==> src/design/rvPkg.sv <==
package rvPkg;

    typedef logic [31:0] word_t;
    typedef logic [4:0]  regAddr_t;
    typedef logic [3:0]  aluCtrl_t;
    typedef logic [1:0]  resultSrc_t;
    typedef logic [2:0]  immSrc_t;
    typedef logic [1:0]  forward_t;

    // base opcodes of the supported subset
    localparam logic [6:0] OP_R      = 7'b0110011;
    localparam logic [6:0] OP_I      = 7'b0010011;
    localparam logic [6:0] OP_LOAD   = 7'b0000011;
    localparam logic [6:0] OP_STORE  = 7'b0100011;
    localparam logic [6:0] OP_BRANCH = 7'b1100011;
    localparam logic [6:0] OP_JAL    = 7'b1101111;
    localparam logic [6:0] OP_JALR   = 7'b1100111;
    localparam logic [6:0] OP_LUI    = 7'b0110111;
    localparam logic [6:0] OP_AUIPC  = 7'b0010111;

    localparam aluCtrl_t ALU_ADD   = 4'd0;
    localparam aluCtrl_t ALU_SUB   = 4'd1;
    localparam aluCtrl_t ALU_AND   = 4'd2;
    localparam aluCtrl_t ALU_OR    = 4'd3;
    localparam aluCtrl_t ALU_XOR   = 4'd4;
    localparam aluCtrl_t ALU_SLT   = 4'd5;
    localparam aluCtrl_t ALU_SLTU  = 4'd6;
    localparam aluCtrl_t ALU_SLL   = 4'd7;
    localparam aluCtrl_t ALU_SRL   = 4'd8;
    localparam aluCtrl_t ALU_SRA   = 4'd9;
    localparam aluCtrl_t ALU_PASSB = 4'd10;

    // writeback sources
    localparam resultSrc_t RES_ALU = 2'd0;
    localparam resultSrc_t RES_MEM = 2'd1;
    localparam resultSrc_t RES_PC4 = 2'd2;

    localparam immSrc_t IMM_I = 3'd0;
    localparam immSrc_t IMM_S = 3'd1;
    localparam immSrc_t IMM_B = 3'd2;
    localparam immSrc_t IMM_U = 3'd3;
    localparam immSrc_t IMM_J = 3'd4;

    localparam forward_t FWD_REG = 2'd0;
    localparam forward_t FWD_WB  = 2'd1;
    localparam forward_t FWD_MEM = 2'd2;

    localparam int IMEM_WORDS = 256;
    localparam int DMEM_WORDS = 256;

endpackage

==> src/design/executeUnit.sv <==
`timescale 1ns/100ps

module executeUnit (
    input  rvPkg::word_t    rd1,
    input  rvPkg::word_t    rd2,
    input  rvPkg::word_t    pcE,
    input  rvPkg::word_t    immE,
    input  rvPkg::word_t    aluResultM,
    input  rvPkg::word_t    resultW,
    input  rvPkg::forward_t forwardA,
    input  rvPkg::forward_t forwardB,
    input  rvPkg::aluCtrl_t aluCtrl,
    input  logic            aluSrcB,
    input  logic            aluSrcAPc,
    input  logic            branch,
    input  logic            jump,
    input  logic            jumpReg,
    input  logic [2:0]      funct3,
    output rvPkg::word_t    aluResult,
    output rvPkg::word_t    storeData,
    output rvPkg::word_t    target,
    output logic            redirect
);

    rvPkg::word_t fwdA;
    rvPkg::word_t srcA;
    rvPkg::word_t srcB;
    logic [4:0]   shamt;
    logic         taken;

    function automatic rvPkg::word_t pickOperand(
        input rvPkg::forward_t sel,
        input rvPkg::word_t    regVal,
        input rvPkg::word_t    memVal,
        input rvPkg::word_t    wbVal
    );
        case (sel)
            rvPkg::FWD_MEM: return memVal;
            rvPkg::FWD_WB:  return wbVal;
            default:        return regVal;
        endcase
    endfunction

    assign fwdA      = pickOperand(forwardA, rd1, aluResultM, resultW);
    assign storeData = pickOperand(forwardB, rd2, aluResultM, resultW);
    assign srcA      = aluSrcAPc ? pcE : fwdA;
    assign srcB      = aluSrcB ? immE : storeData;
    assign shamt     = srcB[4:0];

    always_comb begin
        case (aluCtrl)
            rvPkg::ALU_SUB:   aluResult = srcA - srcB;
            rvPkg::ALU_AND:   aluResult = srcA & srcB;
            rvPkg::ALU_OR:    aluResult = srcA | srcB;
            rvPkg::ALU_XOR:   aluResult = srcA ^ srcB;
            rvPkg::ALU_SLT:   aluResult = {31'b0, $signed(srcA) < $signed(srcB)};
            rvPkg::ALU_SLTU:  aluResult = {31'b0, srcA < srcB};
            rvPkg::ALU_SLL:   aluResult = srcA << shamt;
            rvPkg::ALU_SRL:   aluResult = srcA >> shamt;
            rvPkg::ALU_SRA:   aluResult = $unsigned($signed(srcA) >>> shamt);
            rvPkg::ALU_PASSB: aluResult = srcB;
            default:          aluResult = srcA + srcB;
        endcase
    end

    // compare the forwarded registers, not the alu operands
    always_comb begin
        case (funct3)
            3'b000:  taken = fwdA == storeData;
            3'b001:  taken = fwdA != storeData;
            3'b100:  taken = $signed(fwdA) < $signed(storeData);
            3'b101:  taken = $signed(fwdA) >= $signed(storeData);
            3'b110:  taken = fwdA < storeData;
            3'b111:  taken = fwdA >= storeData;
            default: taken = 1'b0;
        endcase
    end

    // jalr clears bit 0 of its sum
    assign target   = jumpReg ? ((fwdA + immE) & ~32'd1) : pcE + immE;
    assign redirect = jump || (branch && taken);

endmodule

==> config.mk <==
export PLATFORM = sky130hd
export DESIGN_NAME = executeUnit
export DESIGN_NICKNAME = d
export VERILOG_FILES = /design/src/design/rvPkg.sv /design/src/design/executeUnit.sv
export SDC_FILE = /design/constraint.sdc
export NUM_CORES = 1
export LEC_CHECK = 0
export BUFFER_PORTS_ARGS = -buffer_cell sky130_fd_sc_hd__clkbuf_2
export CAP_MARGIN = 25
export CORE_ASPECT_RATIO = 2
export CORE_UTILIZATION = 39
export DETAILED_ROUTE_END_ITERATION = 7
export PLACE_DENSITY_LB_ADDON = 0.2
export SLEW_MARGIN = 20
export SYNTH_ARGS = -nofsm -noshare
export SYNTH_HDL_FRONTEND = slang
export SYNTH_SLANG_ARGS = --single-unit
==> constraint.sdc <==
create_clock -name vclk -period 5.5
set_input_delay 0.275 -clock vclk [all_inputs]
set_output_delay 0.275 -clock vclk [all_outputs]
set_load 0.005 [all_outputs]
Word-level counts from Yosys, hierarchy flattened
Cells that the tools add are included.
- flip-flop bits (word level): 0
- input bits: 208
- output and inout port bits: 97
- add/subtract/negate cells: 4
- magnitude comparators: 6
- equality and inequality tests: 21
- shift-type cells: 3
- multiplexer cells: 7
- bitwise logic cells: 3
- reduce and logical (&&, ||, !) cells: 3
- operators with widths (cell ; number):
    $pmux W32 S10 ; 1
    $lt A32 B32 Y1 ; 4
    $pmux W32 S2 ; 2
    $add A32 B32 Y32 ; 3
    $mux W32 ; 3
    $ge A32 B32 Y1 ; 2
    $and A32 B32 Y32 ; 1
    $eq A32 B32 Y1 ; 1
    $ne A32 B32 Y1 ; 1
    $or A32 B32 Y32 ; 1
    $shl A32 B5 Y32 ; 1
    $shr A32 B5 Y32 ; 1
    $sshr A32 B5 Y32 ; 1
    $sub A32 B32 Y32 ; 1
    $xor A32 B32 Y32 ; 1
    $eq A4 B3 Y1 const B ; 4
    $eq A3 B3 Y1 const B ; 4
    $eq A4 B4 Y1 const B ; 3
    $eq A4 B2 Y1 const B ; 2
    $pmux W1 S6 ; 1
    $eq A2 B1 Y1 const B ; 2
    $eq A2 B2 Y1 const B ; 2
    $eq A4 B1 Y1 const B ; 1
    $eq A3 B1 Y1 const B ; 1
    other kinds (3) ; 3

Depth between registers and ports, before layout
- word-level depth: 6
- mapped depth: 22
- mapped depth without buffers: 19

Worst setup path after synthesis
No wires, ideal clock.
- kind: input port to output port
- start: in forwardB[0]
- end: out aluResult[29]
- data arrival time: 4.593 ns
- slack: 0.632 ns
- stages: 21
- path buffers: 5
- cells stage by stage: inv_1 ha_1 buf_2 a221oi_1 o31a_1 buf_2 clkbuf_1 clkbuf_1 buf_1 ha_1 a21o_1 a31o_2 nor4_1 or3_1 a21oi_1 o21a_1 a21oi_1 o31ai_1 or3_1 a31oi_1 a211o_1
- longest elaborated chain between the ends: 5
- ends and longest elaborated chain (item ; RTL line ; RTL):
    start: declaration ; executeUnit.sv:11 ; input rvPkg::forward_t forwardB,
    $eq A2 B1 Y1 or $eq A2 B2 Y1 (tied branches) ; executeUnit.sv:37 ; case (sel)
    $pmux W32 S2 * ; executeUnit.sv:37 ;
    $mux W32 * ; executeUnit.sv:47 ; assign srcB = aluSrcB ? immE : storeData;
    $add A32 B32 Y32 (tied with other cells) ; executeUnit.sv:62 ; default: aluResult = srcA + srcB;
    $pmux W32 S10 * ; executeUnit.sv:51 ; case (aluCtrl)
    end: declaration ; executeUnit.sv:19 ; output rvPkg::word_t aluResult,
Mark *: on every way between the ends. The rest lies on a longest branch, timed or not.

Final worst setup path
- start: in forwardB[0]
- end: out aluResult[16]
Same word-level chain as after synthesis.

==> metrics.csv <==
metric,value,unit
finalNetCount,3029,
drc,0,
worstMarginPinSlew,1060,ps
dr_wl_met3,7.13,mm
min_to,redirect,
cts_resized,0,
vias_per_cell,6.46,
antenna_left,0,
die_area,0.0396,mm^2
route.vias.total,20300,
dp.cells,3134,
drt-met1-wl,28.1,mm
grt-ovfl-total,0,
min_period,5340,ps
post-cts-setup-buffers,0,
synth_top_area_frac,0.160,
ys.warnings.count,0,
setup_viol,0,
coreArea,0.0380,mm^2
clkbuf_count,0,
layout_common_cells,"clkbuf_2, nor2_1, nand2_1",
final-seq-area,0,um^2
hold_path_depth,3,
hold_buffers,0,
grt_pass1_vias,19900,
layout_commonest_cell,clkbuf_2,
top_layer_used,met5,
netlist_top_cells_area,"ha_1, o21ai_0, a21oi_1",
io_pins,305,
hold_start,jump,
place_area,0.0176,mm^2
fmax,0.187,GHz
grt_antenna_before_repair,10,
final_area,0.0176,mm^2
required,5220,ps
relSlewSlack,0.294,
status,"finished, final reports clean",
fillers,4115,
ys_seq_area_frac,0,
rsz0062_at_grt,no,
synth.distinct_cells,85,
drt_iter0_drc,1688,
routedWlPerCell,27.2,um
hp-class,in2out,
initial_core_util,0.398,
grt_pass1_wl,125,mm
grt_max_degree,69,
syn_inst,2347,
die_h,281,um
synth_top_area_cell,ha_1,
place_congestion,1.06,
drive_gt1_frac,0.200,
routed_wl,85.4,mm
dpl.hpwl,69.3,mm
synth_area_per_cell,6.45,um^2
rows,101,
numSequentialCells,0,
fp.dieW,141,um
syn_area,0.0151,mm^2
path_max_fanout,41,
fin_crit_sh,0.971,
fin_cells,3140,
portBuffers,305,
critPathKind,in2out,
grtUsageTotal,0.423,
hold_viol_final,0,
cp-start-kind,input port,
syn_to_final_growth,16.5,%
max_cap_viol_count,0,
met2WireLength,40.7,mm
finalMaxSlewViolations,0,
cp.arrival,5070,ps
setup_tns,0,ps
end_kind,output port,
synth_fp_nets,2752,
first_pass_iters,7,
[synth_stat cells, types with 30 or more instances]
cell      number
nor2_1       230
nand2_1      225
o21ai_0      200
a21oi_1      198
ha_1         193
inv_1        178
clkbuf_1      89
mux2i_1       88
a22oi_1       65
a21o_1        60
nor3_1        46
a221oi_1      44
buf_2         44
nand3_1       42
o211ai_1      41
nand2b_1      36
a211oi_1      33
xnor2_1       30
[worst max-delay path, stage by stage]
cell	delay [ps]
clkbuf_2	100
inv_1	40
ha_2	410
buf_4	210
or3b_1	360
o211a_2	160
buf_4	320
inv_6	340
buf_4	250
mux2i_1	360
mux2i_1	190
nand2_1	100
nand3_1	90
a21oi_1	610
a211oi_1	210
a22oi_1	230
nor2_1	60
a221oi_1	470
clkbuf_2	220
[layer usage]
layer / track usage / vias to the layer above
li1: - / 9260
met1: 0.417 / 9453
met2: 0.729 / 1167
met3: 0.0992 / 388
met4: 0.388 / 16
met5: 0 / -
[cell families after synthesis]
kind of cell | share of synthesized area
buffers and inverters | 0.0954
AO/OA/AOI/OAI | 0.420
multiplexers | 0.0798
AND/OR/NAND/NOR | 0.208
XOR/XNOR | 0.0324
adder cells (fa/ha/maj) | 0.165
[metrics by stage]
step                      hold slack [ps]  setup slack, ps  utilization
final                                 797              158        0.463
after global placement                791              471        0.462
after floorplan                       610              632            -
after CTS                             798              397        0.462
after detailed placement              797              399        0.462
after global routing                  814             35.0        0.463
[worst max-delay path by stage]
| stage | cells after the start | startpoint | end | slack [ps] |
|---|---|---|---|---|
| floorplan | 21 | forwardB[0] | aluResult[29] | 630 |
| global placement | 20 | forwardB[0] | aluResult[25] | 470 |
| detailed placement | 21 | forwardA[1] | aluResult[26] | 400 |
| CTS | 21 | forwardA[1] | aluResult[26] | 400 |
| global route | 19 | forwardB[0] | aluResult[16] | 30 |
| finish | 19 | forwardB[0] | aluResult[16] | 160 |
[cell type report]
cell class                      instances  area, um^2  share of cell area
Antenna cell                            3        7.51            0.000426
Inverter                              183         692              0.0393
Multi-Input combinational cell       1999       13700               0.779
Tap cell                              515         644              0.0366
Timing Repair Buffer                  440        2540               0.144
