## src/design/rvPkg.sv

```systemverilog
package rvPkg;

    typedef logic [31:0] word_t;
    typedef logic [4:0]  regAddr_t;
    typedef logic [3:0]  aluCtrl_t;
    typedef logic [1:0]  resultSrc_t;
    typedef logic [2:0]  immSrc_t;
    typedef logic [1:0]  forward_t;

    // base opcodes of the supported subset
    localparam logic [6:0] OP_R      = 7'b0110011;
    localparam logic [6:0] OP_I      = 7'b0010011;
    localparam logic [6:0] OP_LOAD   = 7'b0000011;
    localparam logic [6:0] OP_STORE  = 7'b0100011;
    localparam logic [6:0] OP_BRANCH = 7'b1100011;
    localparam logic [6:0] OP_JAL    = 7'b1101111;
    localparam logic [6:0] OP_JALR   = 7'b1100111;
    localparam logic [6:0] OP_LUI    = 7'b0110111;
    localparam logic [6:0] OP_AUIPC  = 7'b0010111;

    localparam aluCtrl_t ALU_ADD   = 4'd0;
    localparam aluCtrl_t ALU_SUB   = 4'd1;
    localparam aluCtrl_t ALU_AND   = 4'd2;
    localparam aluCtrl_t ALU_OR    = 4'd3;
    localparam aluCtrl_t ALU_XOR   = 4'd4;
    localparam aluCtrl_t ALU_SLT   = 4'd5;
    localparam aluCtrl_t ALU_SLTU  = 4'd6;
    localparam aluCtrl_t ALU_SLL   = 4'd7;
    localparam aluCtrl_t ALU_SRL   = 4'd8;
    localparam aluCtrl_t ALU_SRA   = 4'd9;
    localparam aluCtrl_t ALU_PASSB = 4'd10;

    // writeback sources
    localparam resultSrc_t RES_ALU = 2'd0;
    localparam resultSrc_t RES_MEM = 2'd1;
    localparam resultSrc_t RES_PC4 = 2'd2;

    localparam immSrc_t IMM_I = 3'd0;
    localparam immSrc_t IMM_S = 3'd1;
    localparam immSrc_t IMM_B = 3'd2;
    localparam immSrc_t IMM_U = 3'd3;
    localparam immSrc_t IMM_J = 3'd4;

    localparam forward_t FWD_REG = 2'd0;
    localparam forward_t FWD_WB  = 2'd1;
    localparam forward_t FWD_MEM = 2'd2;

    localparam int IMEM_WORDS = 256;
    localparam int DMEM_WORDS = 256;

endpackage

```

## src/design/registerFile.sv

```systemverilog
`timescale 1ns/100ps

module registerFile (
    input  logic            clk,
    input  logic            rstN,
    input  logic            we,
    input  rvPkg::regAddr_t waddr,
    input  rvPkg::word_t    wdata,
    input  rvPkg::regAddr_t raddr1,
    input  rvPkg::regAddr_t raddr2,
    output rvPkg::word_t    rdata1,
    output rvPkg::word_t    rdata2,
    input  rvPkg::regAddr_t dbgAddr,
    output rvPkg::word_t    dbgData
);

    rvPkg::word_t regs [32];

    // x0 is hardwired, a pending write shows through
    function automatic rvPkg::word_t readPort(input rvPkg::regAddr_t addr);
        if (addr == '0) begin
            return '0;
        end else if (we && addr == waddr) begin
            return wdata;
        end
        return regs[addr];
    endfunction

    always_comb begin
        rdata1  = readPort(raddr1);
        rdata2  = readPort(raddr2);
        dbgData = readPort(dbgAddr);
    end

    always_ff @(posedge clk or negedge rstN) begin
        if (!rstN) begin
            for (int i = 0; i < 32; i++) begin
                regs[i] <= '0;
            end
        end else if (we && waddr != '0) begin
            regs[waddr] <= wdata;
        end
    end

endmodule

```

## config.mk

```make
export PLATFORM = sky130hd
export DESIGN_NAME = registerFile
export DESIGN_NICKNAME = d
export VERILOG_FILES = /design/src/design/rvPkg.sv /design/src/design/registerFile.sv
export SDC_FILE = /design/constraint.sdc
export NUM_CORES = 2
export LEC_CHECK = 0
export BUFFER_PORTS_ARGS = -buffer_cell sky130_fd_sc_hd__buf_4
export CAP_MARGIN = 10
export CORE_MARGIN = 8
export CORE_UTILIZATION = 30
export DETAILED_ROUTE_END_ITERATION = 7
export GPL_ROUTABILITY_DRIVEN = 0
export PLACE_DENSITY = 0.48
export SLEW_MARGIN = 15
export SYNTH_ARGS = -nofsm -noshare
export SYNTH_HDL_FRONTEND = slang
export SYNTH_SLANG_ARGS = --single-unit
```

## constraint.sdc

```tcl
create_clock -name clk -period 2.8 [get_ports clk]
set_clock_uncertainty 0.05 [all_clocks]
set_input_delay 0.28 -clock clk [delete_from_list [all_inputs] [get_ports clk]]
set_output_delay 0.28 -clock clk [all_outputs]
set_load 0.01 [all_outputs]
```

# After elaboration in Yosys (flattened, before gate mapping)
# Cells that the tools add are included.
# classes
n_mux	27
n_reduce_logical	9
n_bitwise	4
n_eq_ne	3
n_lt_le_gt_ge	5
# ops
op	n
bitwise mux 1024 bit	1
two-way mux 32 bit	16
binary-select mux 32 bit (select 5 bit)	3
demux 32 bit (select 5 bit)	1
>= comparator 6 bit (second input constant)	4
NOT 5 -> 6 bit	4
== test 5 bit	3
zero test 5 bit	3
less-than comparator 6 x 1 -> 1 bit (second input constant)	1
two-way mux 1 bit	6
logical AND 1 bit	5
nonzero test 5 bit	1
# word_totals
elab_cells	80
output_inout_bits	96
in_bits	55
regBits	1024

# Logic depth before layout (Yosys ltp)
# logic_depth
word_depth	6
mapped_depth	10
depth_no_buf	6

# Least setup slack after synthesis
# Ideal clock, no wire load.
# synth_timing
path_kind	input to output
startpoint	in dbgAddr[0]
endpoint	out dbgData[17]
arrival_ns	2.138
stages	8
required_ns	2.470
path_buffers	4
setup_slack_ns	0.332
cell_sequence	buf_2 -> buf_6 -> buf_6 -> buf_2 -> mux4_2 -> a22oi_1 -> o21ai_0 -> a221o_1
# synth_between
elab_chain_cells	5
# synth_lines
item	line	rtl
start: declaration	registerFile.sv:13	input rvPkg::regAddr_t dbgAddr,
NOT 5 -> 6 bit (not written as such) or == test 5 bit (tied branches)	registerFile.sv:26, registerFile.sv:23	
binary-select mux 32 bit (select 5 bit) or logical AND 1 bit (tied branches)	registerFile.sv:26, registerFile.sv:23	
two-way mux 32 bit (not written as such) or two-way mux 1 bit (tied branches)	registerFile.sv:26, registerFile.sv:23	
two-way mux 32 bit (not written as such) or two-way mux 1 bit (tied branches)	registerFile.sv:26, registerFile.sv:21	
two-way mux 32 bit *	registerFile.sv:26	return regs[addr];
end: declaration	registerFile.sv:14	output rvPkg::word_t dbgData
# Every way passes the cells marked *; elsewhere a longest branch is shown, timed or not. The select of a mux whose other input is x is not followed.

# Final worst setup path
# layout_timing
startpoint	reg regs[254] in the netlist's numbering
endpoint	out dbgData[30]
# layout_between
elab_chain_cells	4
# layout_lines
item	line	rtl
start: declaration	registerFile.sv:17	rvPkg::word_t regs [32];
start signal: indexed assignment	registerFile.sv:41	regs[waddr] <= wdata;
binary-select mux 32 bit (select 5 bit)	registerFile.sv:26	
two-way mux 32 bit (not written as such) (2 in series)	registerFile.sv:26	
two-way mux 32 bit	registerFile.sv:26	
# Every way passes these cells. The select of a mux whose other input is x is not followed.

==> reports/metrics.yaml <==
grt:
  antenna_found_initial: 12
  grtUsageMet3_pct: 4.492
  first_global_vias: 50550
  use_met1_pct: 32.41
  grt_max_degree: 114
  grt_pass1_wl_um: 405000
  use_met2_pct: 38.48
  grt-ovfl-total: 0
  track_usage_pct: 24.34
  busiest_layer: "met2"
layout:
  largest-register: "regs"
  nFillCells: 20130
  largest_reg_flops: 1024
  reg_top3: "regs: 1024 flops"
  drive_gt1_share_pct: 56.90
  area_growth_pct: 27.14
  utilization_pct: 38.41
  nNetsFinal: 5297
yosys:
  syn-num-nets: 4798
  ys_warn_count: 0
  synth_area_leaders: "dfrtp_1 (40%), mux4_2 (19%), mux2_2 (18%)"
  ys_async_sr_fraction_pct: 100.0
  synth_top_area_share_pct: 39.95
  synth-edff-count: 0
  netlist_area_mm2: 0.06414
  netlist_instances: 4743
  yosysSeqAreaShare_pct: 39.95
  synthFlopType: "dfrtp_1"
  yosysTopAreaCell: "dfrtp_1"
  synth_area_per_cell_um2: 13.52
  yosysMostFrequentCell: "dfrtp_1"
  synth.distinct_cells: 50
  synth_common_cells: "dfrtp_1 (1024), mux2_2 (1000), mux4_2 (555), mux2i_1 (522), clkbuf_1 (303)"
  yosys_register_bits: 1024
outcome:
  violations: "negative setup slack"
  status: "complete, but fails checks"
timing:
  fin_ws_ns: -0.4121
  tightestPinTransition_ns: 1.177
  totalNegativeSetupSlack_ns: -11.98
  fin_crit_ns: 3.212
  relSlewSlack_pct: 21.37
  grt_setup_unrepaired: "true"
  setup_viol: 81
  finalMaxSlewViolations: 0
  clock.fmax_mhz: 311.3
  fin_crit_sh_pct: 114.7
  hold_viol_final: 0
worst_setup_path:
  arrival_ns: 2.88
  rrSetupSlack_ns: 1.64
  crit_top_cell: "mux4_2"
  worstPathMaxFanout: 4
  startpoint_type: "flop"
  crit_chain: "mux4_2 > mux4_2 > a221o_1 > buf_12 > buf_8"
  slowest_delay_ns: 0.48
  critPathCaptureType: "output port"
  reg2reg_from: "regs[279]"
  cp_slowest_cell: "mux4_2"
  rr_worst_depth: 4
  r2r-end: "regs[279]"
  cp.required_ns: 2.47
  criticalPathCategory: "reg -> out"
floorplan:
  row_count: 169
  die_h_um: 478.4
  start_util_pct: 30.21
  chipWidth_um: 478.4
  die_area_mm2: 0.2288
  core-area_mm2: 0.2123
  ios: 151
power:
  ir_drop_v: 0.0005865
  p_per_area_mw_per_mm2: 639.3
  leakage_nw: 34.81
drt:
  wl_per_cell_um: 34.99
  drt_first_iter_violations: 4839
  avgViaCountPerCell: 6.026
  vias: 49250
  postRouteAntennaNets: 0
  drc_errors: 0
  drtPass1Iterations: 5
  drt-total-wl_um: 286000
clock_tree:
  htreeDepth: 3
  insertion_delay_ns: 0.79
  cts_sinks: 1024
  clkTransAtPathRegs_ns: 0.06
  root_buffer: "clkbuf_16"
  cts_buffers: 121
  cts_tree: "yes"
  cts_max_path_buffers: 3
hold_path:
  hold-path-endpoint: "regs[746]"
  hold_path.class: "in -> reg"
  min_from: "wdata[10]"
  min_path_cells: 2
place:
  port_buffers: 150
  dp_hpwl_um: 188100
job:
  cap_violations: 0
-- worst max-delay path: cells and delay by family, from the launching register on --
kind,cells,cell delay (ns)
mux,2,0.95
flops,1,0.42
compound gates,1,0.40
buf+inv,2,0.30
-- power breakdown --
| group | internal, mW | switching [mW] | total (mW) |
|---|---|---|---|
| registers | 17.6 | 2.80 | 20.4 |
| clock network | 9.29 | 7.18 | 16.5 |
| logic | 8.59 | 6.65 | 15.2 |
| total | 35.5 | 16.6 | 52.1 |
-- layer usage --
layer | up-vias | wire (um)
li1 | 19760 | -
met1 | 26560 | 118900
met2 | 2256 | 130300
met3 | 670 | 20600
met4 | 4 | 16200
met5 | - | 24
-- cell usage in the layout (no fill, tap or decap), drive strengths merged, types with 83 or more instances in the layout --
cell	synthesis	final
clkbuf	303	173
a21oi	83	83
mux4	555	555
nand2	144	144
mux2i	522	522
a221oi	130	130
dfrtp	1024	1024
buf	248	893
a22oi	112	112
mux2	1000	1000
-- worst max path at each step --
| stage | startpoint | to | slack, ns |
|---|---|---|---|
| floorplan | dbgAddr[0] | dbgData[17] | 0.33 |
| global placement | raddr2[1] | rdata2[30] | -0.77 |
| detailed placement | raddr2[1] | rdata2[30] | -0.74 |
| CTS | regs[267] | dbgData[11] | -0.46 |
| global route | regs[158] | dbgData[30] | -0.45 |
| finish | regs[254] | dbgData[30] | -0.41 |
-- layout make-up --
| class | instances | area, um^2 | share of cell area, % |
|---|---|---|---|
| Multi-Input combinational cell | 3140 | 38080 | 46.69 |
| Clock inverter | 57 | 576.8 | 0.7073 |
| Sequential cell | 1024 | 25630 | 31.43 |
| Tap cell | 2821 | 3530 | 4.328 |
| Antenna cell | 5 | 12.51 | 0.01534 |
| Clock buffer | 172 | 3501 | 4.293 |
| Timing Repair Buffer | 927 | 10110 | 12.40 |
| Inverter | 28 | 110.1 | 0.1350 |
-- stage by stage --
| step | setup slack [ns] | instance area, um^2 | hold slack (ns) | total power [mW] | cells |
|---|---|---|---|---|---|
| 6_report | -0.4121 | 81550 | 0.06242 | 52.13 | 8174 |
| 2_1_floorplan | 0.3317 | 64140 | -0.06559 | 28.53 | 4743 |
| 4_1_cts | -0.4550 | 80520 | 0.0007733 | 51.80 | 8131 |
| 5_1_grt | -0.4545 | 81540 | 0.04662 | 54.24 | 8171 |
| 3_3_place_gp | -0.7721 | 73350 | 0.1519 | 33.64 | 7739 |
| 3_5_place_dp | -0.7367 | 73350 | 0.1522 | 33.89 | 7739 |
-- kinds of logic after synthesis --
family,Yosys count,share of synthesized area (%)
buffers and inverters,579,4.044
and+or+nand+nor,398,3.032
muxes,2077,45.19
AOI/OAI and AO/OA,651,7.589
DFF,1024,39.95
xor gates and xnor gates,14,0.1912
-- repair_timing --
item,in CTS,in global routing
setup buffers,153,43
gates cloned,2,1
hold endpoints to repair,1530,0
pin swaps,229,150
hold buffers,32,0
resized for setup,413,156
endpoints found under the setup margin,96,96
No activity file was read; power rests on OpenSTA's default activity.
