==> src/design/rvPkg.sv <==
package rvPkg;

    typedef logic [31:0] word_t;
    typedef logic [4:0]  regAddr_t;
    typedef logic [3:0]  aluCtrl_t;
    typedef logic [1:0]  resultSrc_t;
    typedef logic [2:0]  immSrc_t;
    typedef logic [1:0]  forward_t;

    // base opcodes of the supported subset
    localparam logic [6:0] OP_R      = 7'b0110011;
    localparam logic [6:0] OP_I      = 7'b0010011;
    localparam logic [6:0] OP_LOAD   = 7'b0000011;
    localparam logic [6:0] OP_STORE  = 7'b0100011;
    localparam logic [6:0] OP_BRANCH = 7'b1100011;
    localparam logic [6:0] OP_JAL    = 7'b1101111;
    localparam logic [6:0] OP_JALR   = 7'b1100111;
    localparam logic [6:0] OP_LUI    = 7'b0110111;
    localparam logic [6:0] OP_AUIPC  = 7'b0010111;

    localparam aluCtrl_t ALU_ADD   = 4'd0;
    localparam aluCtrl_t ALU_SUB   = 4'd1;
    localparam aluCtrl_t ALU_AND   = 4'd2;
    localparam aluCtrl_t ALU_OR    = 4'd3;
    localparam aluCtrl_t ALU_XOR   = 4'd4;
    localparam aluCtrl_t ALU_SLT   = 4'd5;
    localparam aluCtrl_t ALU_SLTU  = 4'd6;
    localparam aluCtrl_t ALU_SLL   = 4'd7;
    localparam aluCtrl_t ALU_SRL   = 4'd8;
    localparam aluCtrl_t ALU_SRA   = 4'd9;
    localparam aluCtrl_t ALU_PASSB = 4'd10;

    // writeback sources
    localparam resultSrc_t RES_ALU = 2'd0;
    localparam resultSrc_t RES_MEM = 2'd1;
    localparam resultSrc_t RES_PC4 = 2'd2;

    localparam immSrc_t IMM_I = 3'd0;
    localparam immSrc_t IMM_S = 3'd1;
    localparam immSrc_t IMM_B = 3'd2;
    localparam immSrc_t IMM_U = 3'd3;
    localparam immSrc_t IMM_J = 3'd4;

    localparam forward_t FWD_REG = 2'd0;
    localparam forward_t FWD_WB  = 2'd1;
    localparam forward_t FWD_MEM = 2'd2;

    localparam int IMEM_WORDS = 256;
    localparam int DMEM_WORDS = 256;

endpackage

==> src/design/decodeUnit.sv <==
`timescale 1ns/100ps

module decodeUnit (
    input  rvPkg::word_t      instr,
    output logic              regWrite,
    output logic              memWrite,
    output logic              aluSrcB,
    output logic              aluSrcAPc,
    output logic              branch,
    output logic              jump,
    output logic              jumpReg,
    output rvPkg::resultSrc_t resultSrc,
    output rvPkg::aluCtrl_t   aluCtrl,
    output rvPkg::word_t      imm
);

    logic [6:0]      opcode;
    logic [2:0]      funct3;
    logic            useFunct;
    logic            passB;
    rvPkg::immSrc_t  immSrc;
    rvPkg::aluCtrl_t functOp;

    assign opcode = instr[6:0];
    assign funct3 = instr[14:12];

    // main control, anything unknown stays a bubble
    always_comb begin
        regWrite  = 1'b0;
        memWrite  = 1'b0;
        aluSrcB   = 1'b0;
        aluSrcAPc = 1'b0;
        branch    = 1'b0;
        jump      = 1'b0;
        jumpReg   = 1'b0;
        useFunct  = 1'b0;
        passB     = 1'b0;
        resultSrc = rvPkg::RES_ALU;
        immSrc    = rvPkg::IMM_I;
        case (opcode)
            rvPkg::OP_R: begin
                regWrite = 1'b1;
                useFunct = 1'b1;
            end
            rvPkg::OP_I: begin
                regWrite = 1'b1;
                aluSrcB  = 1'b1;
                useFunct = 1'b1;
            end
            rvPkg::OP_LOAD: begin
                regWrite  = 1'b1;
                aluSrcB   = 1'b1;
                resultSrc = rvPkg::RES_MEM;
            end
            rvPkg::OP_STORE: begin
                memWrite = 1'b1;
                aluSrcB  = 1'b1;
                immSrc   = rvPkg::IMM_S;
            end
            rvPkg::OP_BRANCH: begin
                branch = 1'b1;
                immSrc = rvPkg::IMM_B;
            end
            rvPkg::OP_JAL: begin
                regWrite  = 1'b1;
                jump      = 1'b1;
                resultSrc = rvPkg::RES_PC4;
                immSrc    = rvPkg::IMM_J;
            end
            rvPkg::OP_JALR: begin
                regWrite  = 1'b1;
                jump      = 1'b1;
                jumpReg   = 1'b1;
                resultSrc = rvPkg::RES_PC4;
            end
            rvPkg::OP_LUI: begin
                regWrite = 1'b1;
                aluSrcB  = 1'b1;
                passB    = 1'b1;
                immSrc   = rvPkg::IMM_U;
            end
            rvPkg::OP_AUIPC: begin
                regWrite  = 1'b1;
                aluSrcB   = 1'b1;
                aluSrcAPc = 1'b1;
                immSrc    = rvPkg::IMM_U;
            end
            default: ;
        endcase
    end

    // instr[5] separates register form from immediate form for sub
    always_comb begin
        case (funct3)
            3'b000:  functOp = (instr[5] && instr[30]) ? rvPkg::ALU_SUB : rvPkg::ALU_ADD;
            3'b001:  functOp = rvPkg::ALU_SLL;
            3'b010:  functOp = rvPkg::ALU_SLT;
            3'b011:  functOp = rvPkg::ALU_SLTU;
            3'b100:  functOp = rvPkg::ALU_XOR;
            3'b101:  functOp = instr[30] ? rvPkg::ALU_SRA : rvPkg::ALU_SRL;
            3'b110:  functOp = rvPkg::ALU_OR;
            default: functOp = rvPkg::ALU_AND;
        endcase
    end

    assign aluCtrl = passB ? rvPkg::ALU_PASSB : (useFunct ? functOp : rvPkg::ALU_ADD);

    always_comb begin
        case (immSrc)
            rvPkg::IMM_S: imm = {{20{instr[31]}}, instr[31:25], instr[11:7]};
            rvPkg::IMM_B: imm = {{19{instr[31]}}, instr[31], instr[7], instr[30:25],
                                 instr[11:8], 1'b0};
            rvPkg::IMM_U: imm = {instr[31:12], 12'b0};
            rvPkg::IMM_J: imm = {{11{instr[31]}}, instr[31], instr[19:12], instr[20],
                                 instr[30:21], 1'b0};
            default:      imm = {{20{instr[31]}}, instr[31:20]};
        endcase
    end

endmodule

==> config.mk <==
export PLATFORM = sky130hd
export DESIGN_NAME = decodeUnit
export DESIGN_NICKNAME = d
export VERILOG_FILES = /design/src/design/rvPkg.sv /design/src/design/decodeUnit.sv
export SDC_FILE = /design/constraint.sdc
export NUM_CORES = 1
export LEC_CHECK = 0
export ABC_AREA = 1
export BUFFER_PORTS_ARGS = -buffer_cell sky130_fd_sc_hd__buf_2
export CORE_MARGIN = 3
export CORE_UTILIZATION = 40
export DETAILED_ROUTE_END_ITERATION = 10
export PLACE_DENSITY = 0.95
export REMOVE_ABC_BUFFERS = 1
export SLEW_MARGIN = 20
export SYNTH_ARGS = -nofsm -noshare
export SYNTH_HDL_FRONTEND = slang
export SYNTH_SLANG_ARGS = --single-unit
export TNS_END_PERCENT = 5
==> constraint.sdc <==
create_clock -name vclk -period 3.78
set_input_delay 0.756 -clock vclk [all_inputs]
set_output_delay 0.756 -clock vclk [all_outputs]
set_load 0.02 [all_outputs]
==> Yosys cells after proc, flatten, opt, wreduce, memory -nomap -nowiden <==
Cells that the tools add are included.
{ "word_totals": {"reg_bits": 0, "output_inout_bits": 45} }
{ "classes": {"n_eq_ne": 19, "muxes": 17, "reduce_logical": 7} }
{ "ops": {"columns": ["op", "count"], "rows": [
  ["$pmux W31 S4", 1],
  ["$pmux W4 S7", 1],
  ["$eq A7 B6 Y1 const B", 3],
  ["$eq A7 B7 Y1 const B", 3],
  ["$eq A7 B5 Y1 const B", 2],
  ["$eq A3 B2 Y1 const B", 4],
  ["$eq A3 B3 Y1 const B", 4],
  ["$pmux W3 S4", 1],
  ["$mux W1", 11],
  ["$mux W4", 2],
  ["$eq A7 B2 Y1 const B", 1],
  ["$reduce_or A7 Y1", 1],
  ["$eq A3 B1 Y1 const B", 2],
  ["$reduce_or A2 Y1", 3],
  ["$reduce_or A5 Y1", 1],
  ["$pmux W2 S2", 1],
  ["$logic_not A3 Y1", 1],
  ["$logic_and A1 B1 Y1", 1]
]} }

==> Logic depth before layout (Yosys ltp) <==
Gate-level depths: netlist of the first run.
{ "logic_depth": {"word_depth": 5, "depth_mapped": 9, "depth_no_buf": 8} }

==> Worst setup path before layout of the first run <==
Ideal clock, no wire load.
{ "synth_path": {"path_kind": "input to output", "from": "in instr[4]", "to": "out imm[12]", "t_arrival_ns": 1.751, "required_ns": 3.024, "slack_ns": 1.273, "path_stages": 7, "path_buffers": 0, "cell_sequence": "inv_1 nand3_2 inv_2 nand2_4 nand2_4 inv_6 o21ai_0"} }
{ "synth_via": {"elab_chain_len": 5} }
{ "synth_rtl": {"columns": ["element", "line_no", "rtl"], "rows": [
  ["start, declared", "decodeUnit.sv:4", "input rvPkg::word_t instr,"],
  ["$eq A7 B5 Y1 or $eq A7 B6 Y1 (tied branches)", "decodeUnit.sv:40", "case (opcode)"],
  ["$reduce_or A2 Y1 (no source line)", null, null],
  ["$pmux W3 S4 *", "decodeUnit.sv:40", null],
  ["$eq A3 B3 Y1, or another cell as far along", "decodeUnit.sv:109", "case (immSrc)"],
  ["$pmux W31 S4 *", "decodeUnit.sv:109", null],
  ["end, declared", "decodeUnit.sv:14", "output rvPkg::word_t imm"]
]} }
Mark *: on every way between the ends. The rest lies on a longest branch, timed or not.

==> Worst setup path in the final report of the first run <==
{ "layout_path": {"from": "in instr[4]", "to": "out imm[20]"} }
Same word-level chain as after synthesis.

==> results by group, run 1 <==
Critical path
  – Setup crit end kind: output pin
  – Crit path top cell by count: buf_2
  – Crit path DAT: 2060 ps
  – Crit-path slowest cell: nand3_2
  – Critical Path RT: 3020 ps
  – Critical path, cell by cell: buf_2 -> inv_1 -> nor2_2 -> nand3_2 -> nand2_4 -> inv_6 -> nand2_8 -> nand3_1 -> buf_2
  – CP Launch Type: input port
  – Critical path's largest stage delay: roughly 300 ps
  – Crit Path Category: input port to output pin
  – Worst-path maximum fanout: 19

Logic synthesis
  – Largest family of logic cells by synthesized area: simple AND/OR/NAND/NOR gates
  – Distinct cells, synth: 23
  – XOR/XNOR Fraction of Synth Area: 0%
  – Multiplexer share of the synthesized area: 0%
  – Synth warn: 0
  – Adder-cell share of the synthesized area: 0%
  – Mapped Area: 742 um2
  – Syn avg cell area: between 5 and 6 um2
  – Sequential share of the synthesized area: 0%
  – Compound-cell area share of the yosys netlist: under 10%
  – Simple-gate share of the synthesized area: 69.1%
  – Post-synthesis cell count: 141

Power and ir drop
  – Sequential share of power: 0%
  – Pwr dens: 103 nW/um2
  – P_int: 40.2 uW
  – P_leak: ~0.00076 uW
  – Peak VDD IR: about 56 uV
  – Net load switching power: ~72 uW
  – Clk network pwr share: 0%
  – Combinational Power Share: 100.0%
  – Switching fraction of total power: 64.1%

Clocking
  – Post-CTS Hold Fix Bufs: 0
  – Total setup buffers inserted after CTS: 0
  – Post-CTS sizing: 0

Layout
  – Seq_cells: 0
  – Share of cells above drive strength 1: between 40% and 50%
  – Layout clock buffers: 0
  – Nets: 247
  – Final Cell Area: between 1000 and 1500 um2
  – N_diodes: 0
  – Area delta synth->final: 47.2%
  – Reg area: 0 um2
  – Final Core Density: 67.1%

Placed design
  – DPL Wire Length: 1.99 mm
  – I/O Buffers: 77
  – RD Place Congestion: a little under 0.8
  – Setup WS pre-CTS: roughly 970 ps
  – Placed instance area: 1090 um2

STA
  – Slew Limit Fails: 0
  – Minimum clock period: between 2000 and 3000 ps
  – Max Freq: 355 MHz
  – RSZ-0062 raised after global routing: no
  – Fin. Hold Viols: 0
  – Setup TNS: 0 ps
  – WHS: 1820 ps
  – Final setup margin: 965 ps
  – Worst Tran Pin Value: 497 ps
  – Final setup viols: 0
  – Worst slew margin: 66.8%
  – Final clock period utilization by the worst path: 74.5%

Worst hold path
  – Worst min-delay path category: input port to output pin

Detailed routing
  – Iteration count of the initial detailed-routing pass: 4
  – ANT nets after route: 0
  – DR iter-0 viols: 17
  – Vias: ~1100
  – Final wirelength: 2.35 mm
  – Via density: 4.70
  – WL per Instance: around 10 um
  – Drc violations: 0

Global route
  – GR Overflow Total: 0
  – Initial antenna violation count: 0
  – First-pass GRT wire length: 3.62 mm
  – Largest net degree at the start of global routing: 20
  – Vias in the first global route: about 840
  – Total GRT Usage: 17.3%

Die
  – Initial Util: 45.5%
  – Core region area: 1630 um2
  – Die ar.: 2410 um2
  – Row cnt: 14
  – Die H: 49.1 um
  – Die Width: between 40 and 50 um
  – I/O pin cnt: between 70 and 80

Run
  – Max-cap violations: 0

Outcome
  – Outcome: completed
-- final timing paths --
path,to,start,cells after the start
setup / recovery,imm[20],instr[4],9
hold / removal,imm[1],instr[8],4
-- layout by cell type, fill, tap and decap left out, drive strengths merged --
cell and instances:
nor2 18, nand3 26, o21ai 8, o22ai 1, or2 1, inv 26, nand2 48, a21o 1
nand4 6, buf 77, nor3b 1
-- synth_stat cells (all sizes together) --
library cell  number  share of area [%]
a21o               1                1.0
buf                5                8.8
inv               26                 15
nand2             48                 29
nand3             26                 22
nand4              6                5.1
nor2              18                 11
nor3b              1                1.0
o21ai              8                5.4
o22ai              1               0.84
or2                1               0.84
-- per-stage QoR --
step	std cells	power, uW
6_report	237	112
3_3_place_gp	237	111
4_1_cts	237	112
2_1_floorplan	136	63.8
5_1_grt	237	121
3_5_place_dp	237	112
-- final cells by class --
cell class	count	area (um2)
multi-input combinational	110	567
timing repair buffer	77	385
fill	170	537
tap	24	30.0
inverter	26	110
-- routing by layer --
| layer | track usage, % | wire, um | up-vias |
|---|---|---|---|
| li1 | - | - | 594 |
| met1 | 22.6 | 1070 | 472 |
| met2 | 31.7 | 1070 | 49 |
| met3 | 2.14 | 214 | 0 |
| met4 | 0 | 0 | 0 |
| met5 | 0 | 0 | - |
-- worst max-delay path: cells and delay by family --
family / cells / cell delay (ps)
simple gates: 5 / 890
buf+inv: 4 / 390
-- cells by family after synthesis --
logic type	count (synthesis)
and+or+nand+nor	100
buffers and inverters	31
AOI/OAI and AO/OA	10
-- power groups by stage --
stage	sequential (uW)	combinational (uW)	clock (uW)
2_1_floorplan	0	63.8	0
3_3_place_gp	0	111	0
3_5_place_dp	0	112	0
4_1_cts	0	112	0
5_1_grt	0	121	0
6_report	0	112	0
Power figures use the tool's default switching activity.
==> inputs of run 2 (changes only) <==
--- a/config.mk
+++ b/config.mk
@@ -8,9 +8,9 @@
 export ABC_AREA = 1
 export BUFFER_PORTS_ARGS = -buffer_cell sky130_fd_sc_hd__buf_2
 export CORE_MARGIN = 3
-export CORE_UTILIZATION = 40
+export CORE_UTILIZATION = 37
 export DETAILED_ROUTE_END_ITERATION = 10
-export PLACE_DENSITY = 0.95
+export PLACE_DENSITY = 0.92
 export REMOVE_ABC_BUFFERS = 1
 export SLEW_MARGIN = 20
 export SYNTH_ARGS = -nofsm -noshare
==> constraint.sdc (replaced) <==
create_clock -name vclk -period 2.8
set_input_delay 0.56 -clock vclk [all_inputs]
set_output_delay 0.56 -clock vclk [all_outputs]
set_load 0.02 [all_outputs]
==> run 2 against run 1 <==
Against the previous run: setup slack got worse by 540 ps; die area increased by 7.1%; clock-buffer cell count unchanged; non-clock buffer count increased by 1; via count decreased by 0.36%; utilization decreased by 5.9 points; cell area increased by 0.80%; flip-flop and latch count unchanged; global-route usage increased by 0.73 points; critical path type unchanged; largest cell class unchanged.
==> results by group, run 2 (synthesized netlist as in run 1, its figures left out) <==
Die
  – Row cnt: 15
  – Core region area: 1800 um2
  – Die Width: 50.8 um
  – I/O pin cnt: 77
  – Die H: 50.8 um
  – Initial Util: 41.2%
  – Die ar.: 2580 um2

Placed design
  – I/O Buffers: 77
  – RD Place Congestion: roughly 0.84
  – Placed instance area: 1100 um2
  – DPL Wire Length: around 2.0 mm
  – Placed cells: between 200 and 250

STA
  – Max Freq: 420 MHz
  – Setup TNS: 0 ps
  – Slew Limit Fails: 0
  – RSZ-0062 raised after global routing: no
  – WHS: 1430 ps
  – Final setup viols: 0
  – Final clock period utilization by the worst path: between 80% and 90%
  – Minimum clock period: around 2400 ps
  – Worst Tran Pin Value: 515 ps
  – Fin. Hold Viols: 0
  – Worst slew margin: between 60% and 70%

Global route
  – Total GRT Usage: 18.1%
  – First-pass GRT wire length: 3.95 mm
  – Initial antenna violation count: 0
  – Largest net degree at the start of global routing: 20
  – GR Overflow Total: 0
  – Vias in the first global route: 990

Detailed routing
  – Via density: 4.65
  – DR iter-0 viols: 25
  – Drc violations: 0
  – ANT nets after route: 0
  – Iteration count of the initial detailed-routing pass: 6
  – Final wirelength: between 2 and 2.5 mm
  – WL per Instance: between 9 and 10 um
  – Vias: between 1000 and 1500

Worst hold path
  – Worst min-delay path category: input port to output pin
  – Hold Path Origin: instr[11]
  – Hold Path Stages: 4
  – Hold EP: imm[4]

Clocking
  – Post-CTS sizing: 0
  – Post-CTS Hold Fix Bufs: 0
  – Total setup buffers inserted after CTS: 0

Critical path
  – Critical path, cell by cell: buf_2 -> inv_1 -> nand3_2 -> inv_2 -> nand3_1 -> nand3_1 -> buf_2
  – Setup crit end kind: output pin
  – Critical path's largest stage delay: 390 ps
  – Delay-heaviest family, CP: simple AND/OR/NAND/NOR gates
  – Crit path DAT: 1820 ps
  – Crit Path Category: input port to output pin
  – Crit-path slowest cell: nand3_1
  – Buffer and inverter count on the worst path: 4
  – Worst-path maximum fanout: 11
  – CP Launch Type: input port
  – Critical Path RT: ~2200 ps

Layout
  – Final Cell Area: 1100 um2
  – Filler cells: 197
  – Most common cell after layout, fill and taps aside: buf_2
  – N_diodes: 0
  – Reg area: 0 um2
  – Area delta synth->final: 48.4%
  – Nets: 248
  – Seq_cells: 0
  – Layout Cells excl Fill: ~240
  – Layout clock buffers: 0
  – Share of cells above drive strength 1: 45.8%
  – Final Core Density: between 60% and 70%
  – Most frequent cells in the layout: 77 x buf_2, 44 x nand2_1, 22 x inv_1, 19 x nand3_1, 14 x nor2_1

Power and ir drop
  – P_leak: 0.000766 uW
  – Pwr dens: 136 nW/um2
  – Peak VDD IR: 65.3 uV

Outcome
  – Outcome: completed

Run
  – Max-cap violations: 0
run 2: area by class of cell:
type,instances,area (um2),share of cell area [%]
inverters,26,110,10.0
repair buffers,78,393,35.7
multi-input cells,110,567,51.5
well taps,25,31.3,2.84
run 2: tightest hold or removal path, cell delays in order:
cell     delay (ps)
buf_2            80
nand2_1          40
nand2_1          40
buf_2           150
run 2: where the power goes:
part	internal, uW	total (uW)	switching (uW)
Combinational	54.4	150	95.2
Clock	0	0	0
Sequential	0	0	0
run 2: worst max path at each step:
stage | from | endpoint | slack (ps) | depth (start not counted)
2_1_floorplan | instr[4] | imm[12] | 490 | 6
3_3_place_gp | instr[4] | imm[20] | 460 | 7
3_5_place_dp | instr[4] | imm[22] | 430 | 7
4_1_cts | instr[4] | imm[20] | 430 | 7
5_1_grt | instr[4] | imm[20] | 270 | 7
6_report | instr[4] | imm[22] | 420 | 7
run 2: through the flow:
stage | setup slack (ps) | total power [uW]
3_3_place_gp | 463 | 149
6_report | 421 | 150
5_1_grt | 271 | 165
2_1_floorplan | 494 | 86.1
4_1_cts | 431 | 151
3_5_place_dp | 433 | 151
run 2: metal layers:
metal  GRT usage [%]  routed length, um  vias to the layer above
li1                -                  -                      595
met1            24.7               1050                      460
met2            32.4               1100                       56
met3            1.19                184                        0
met4           0.448                  0                        0
met5               0                  0                        -
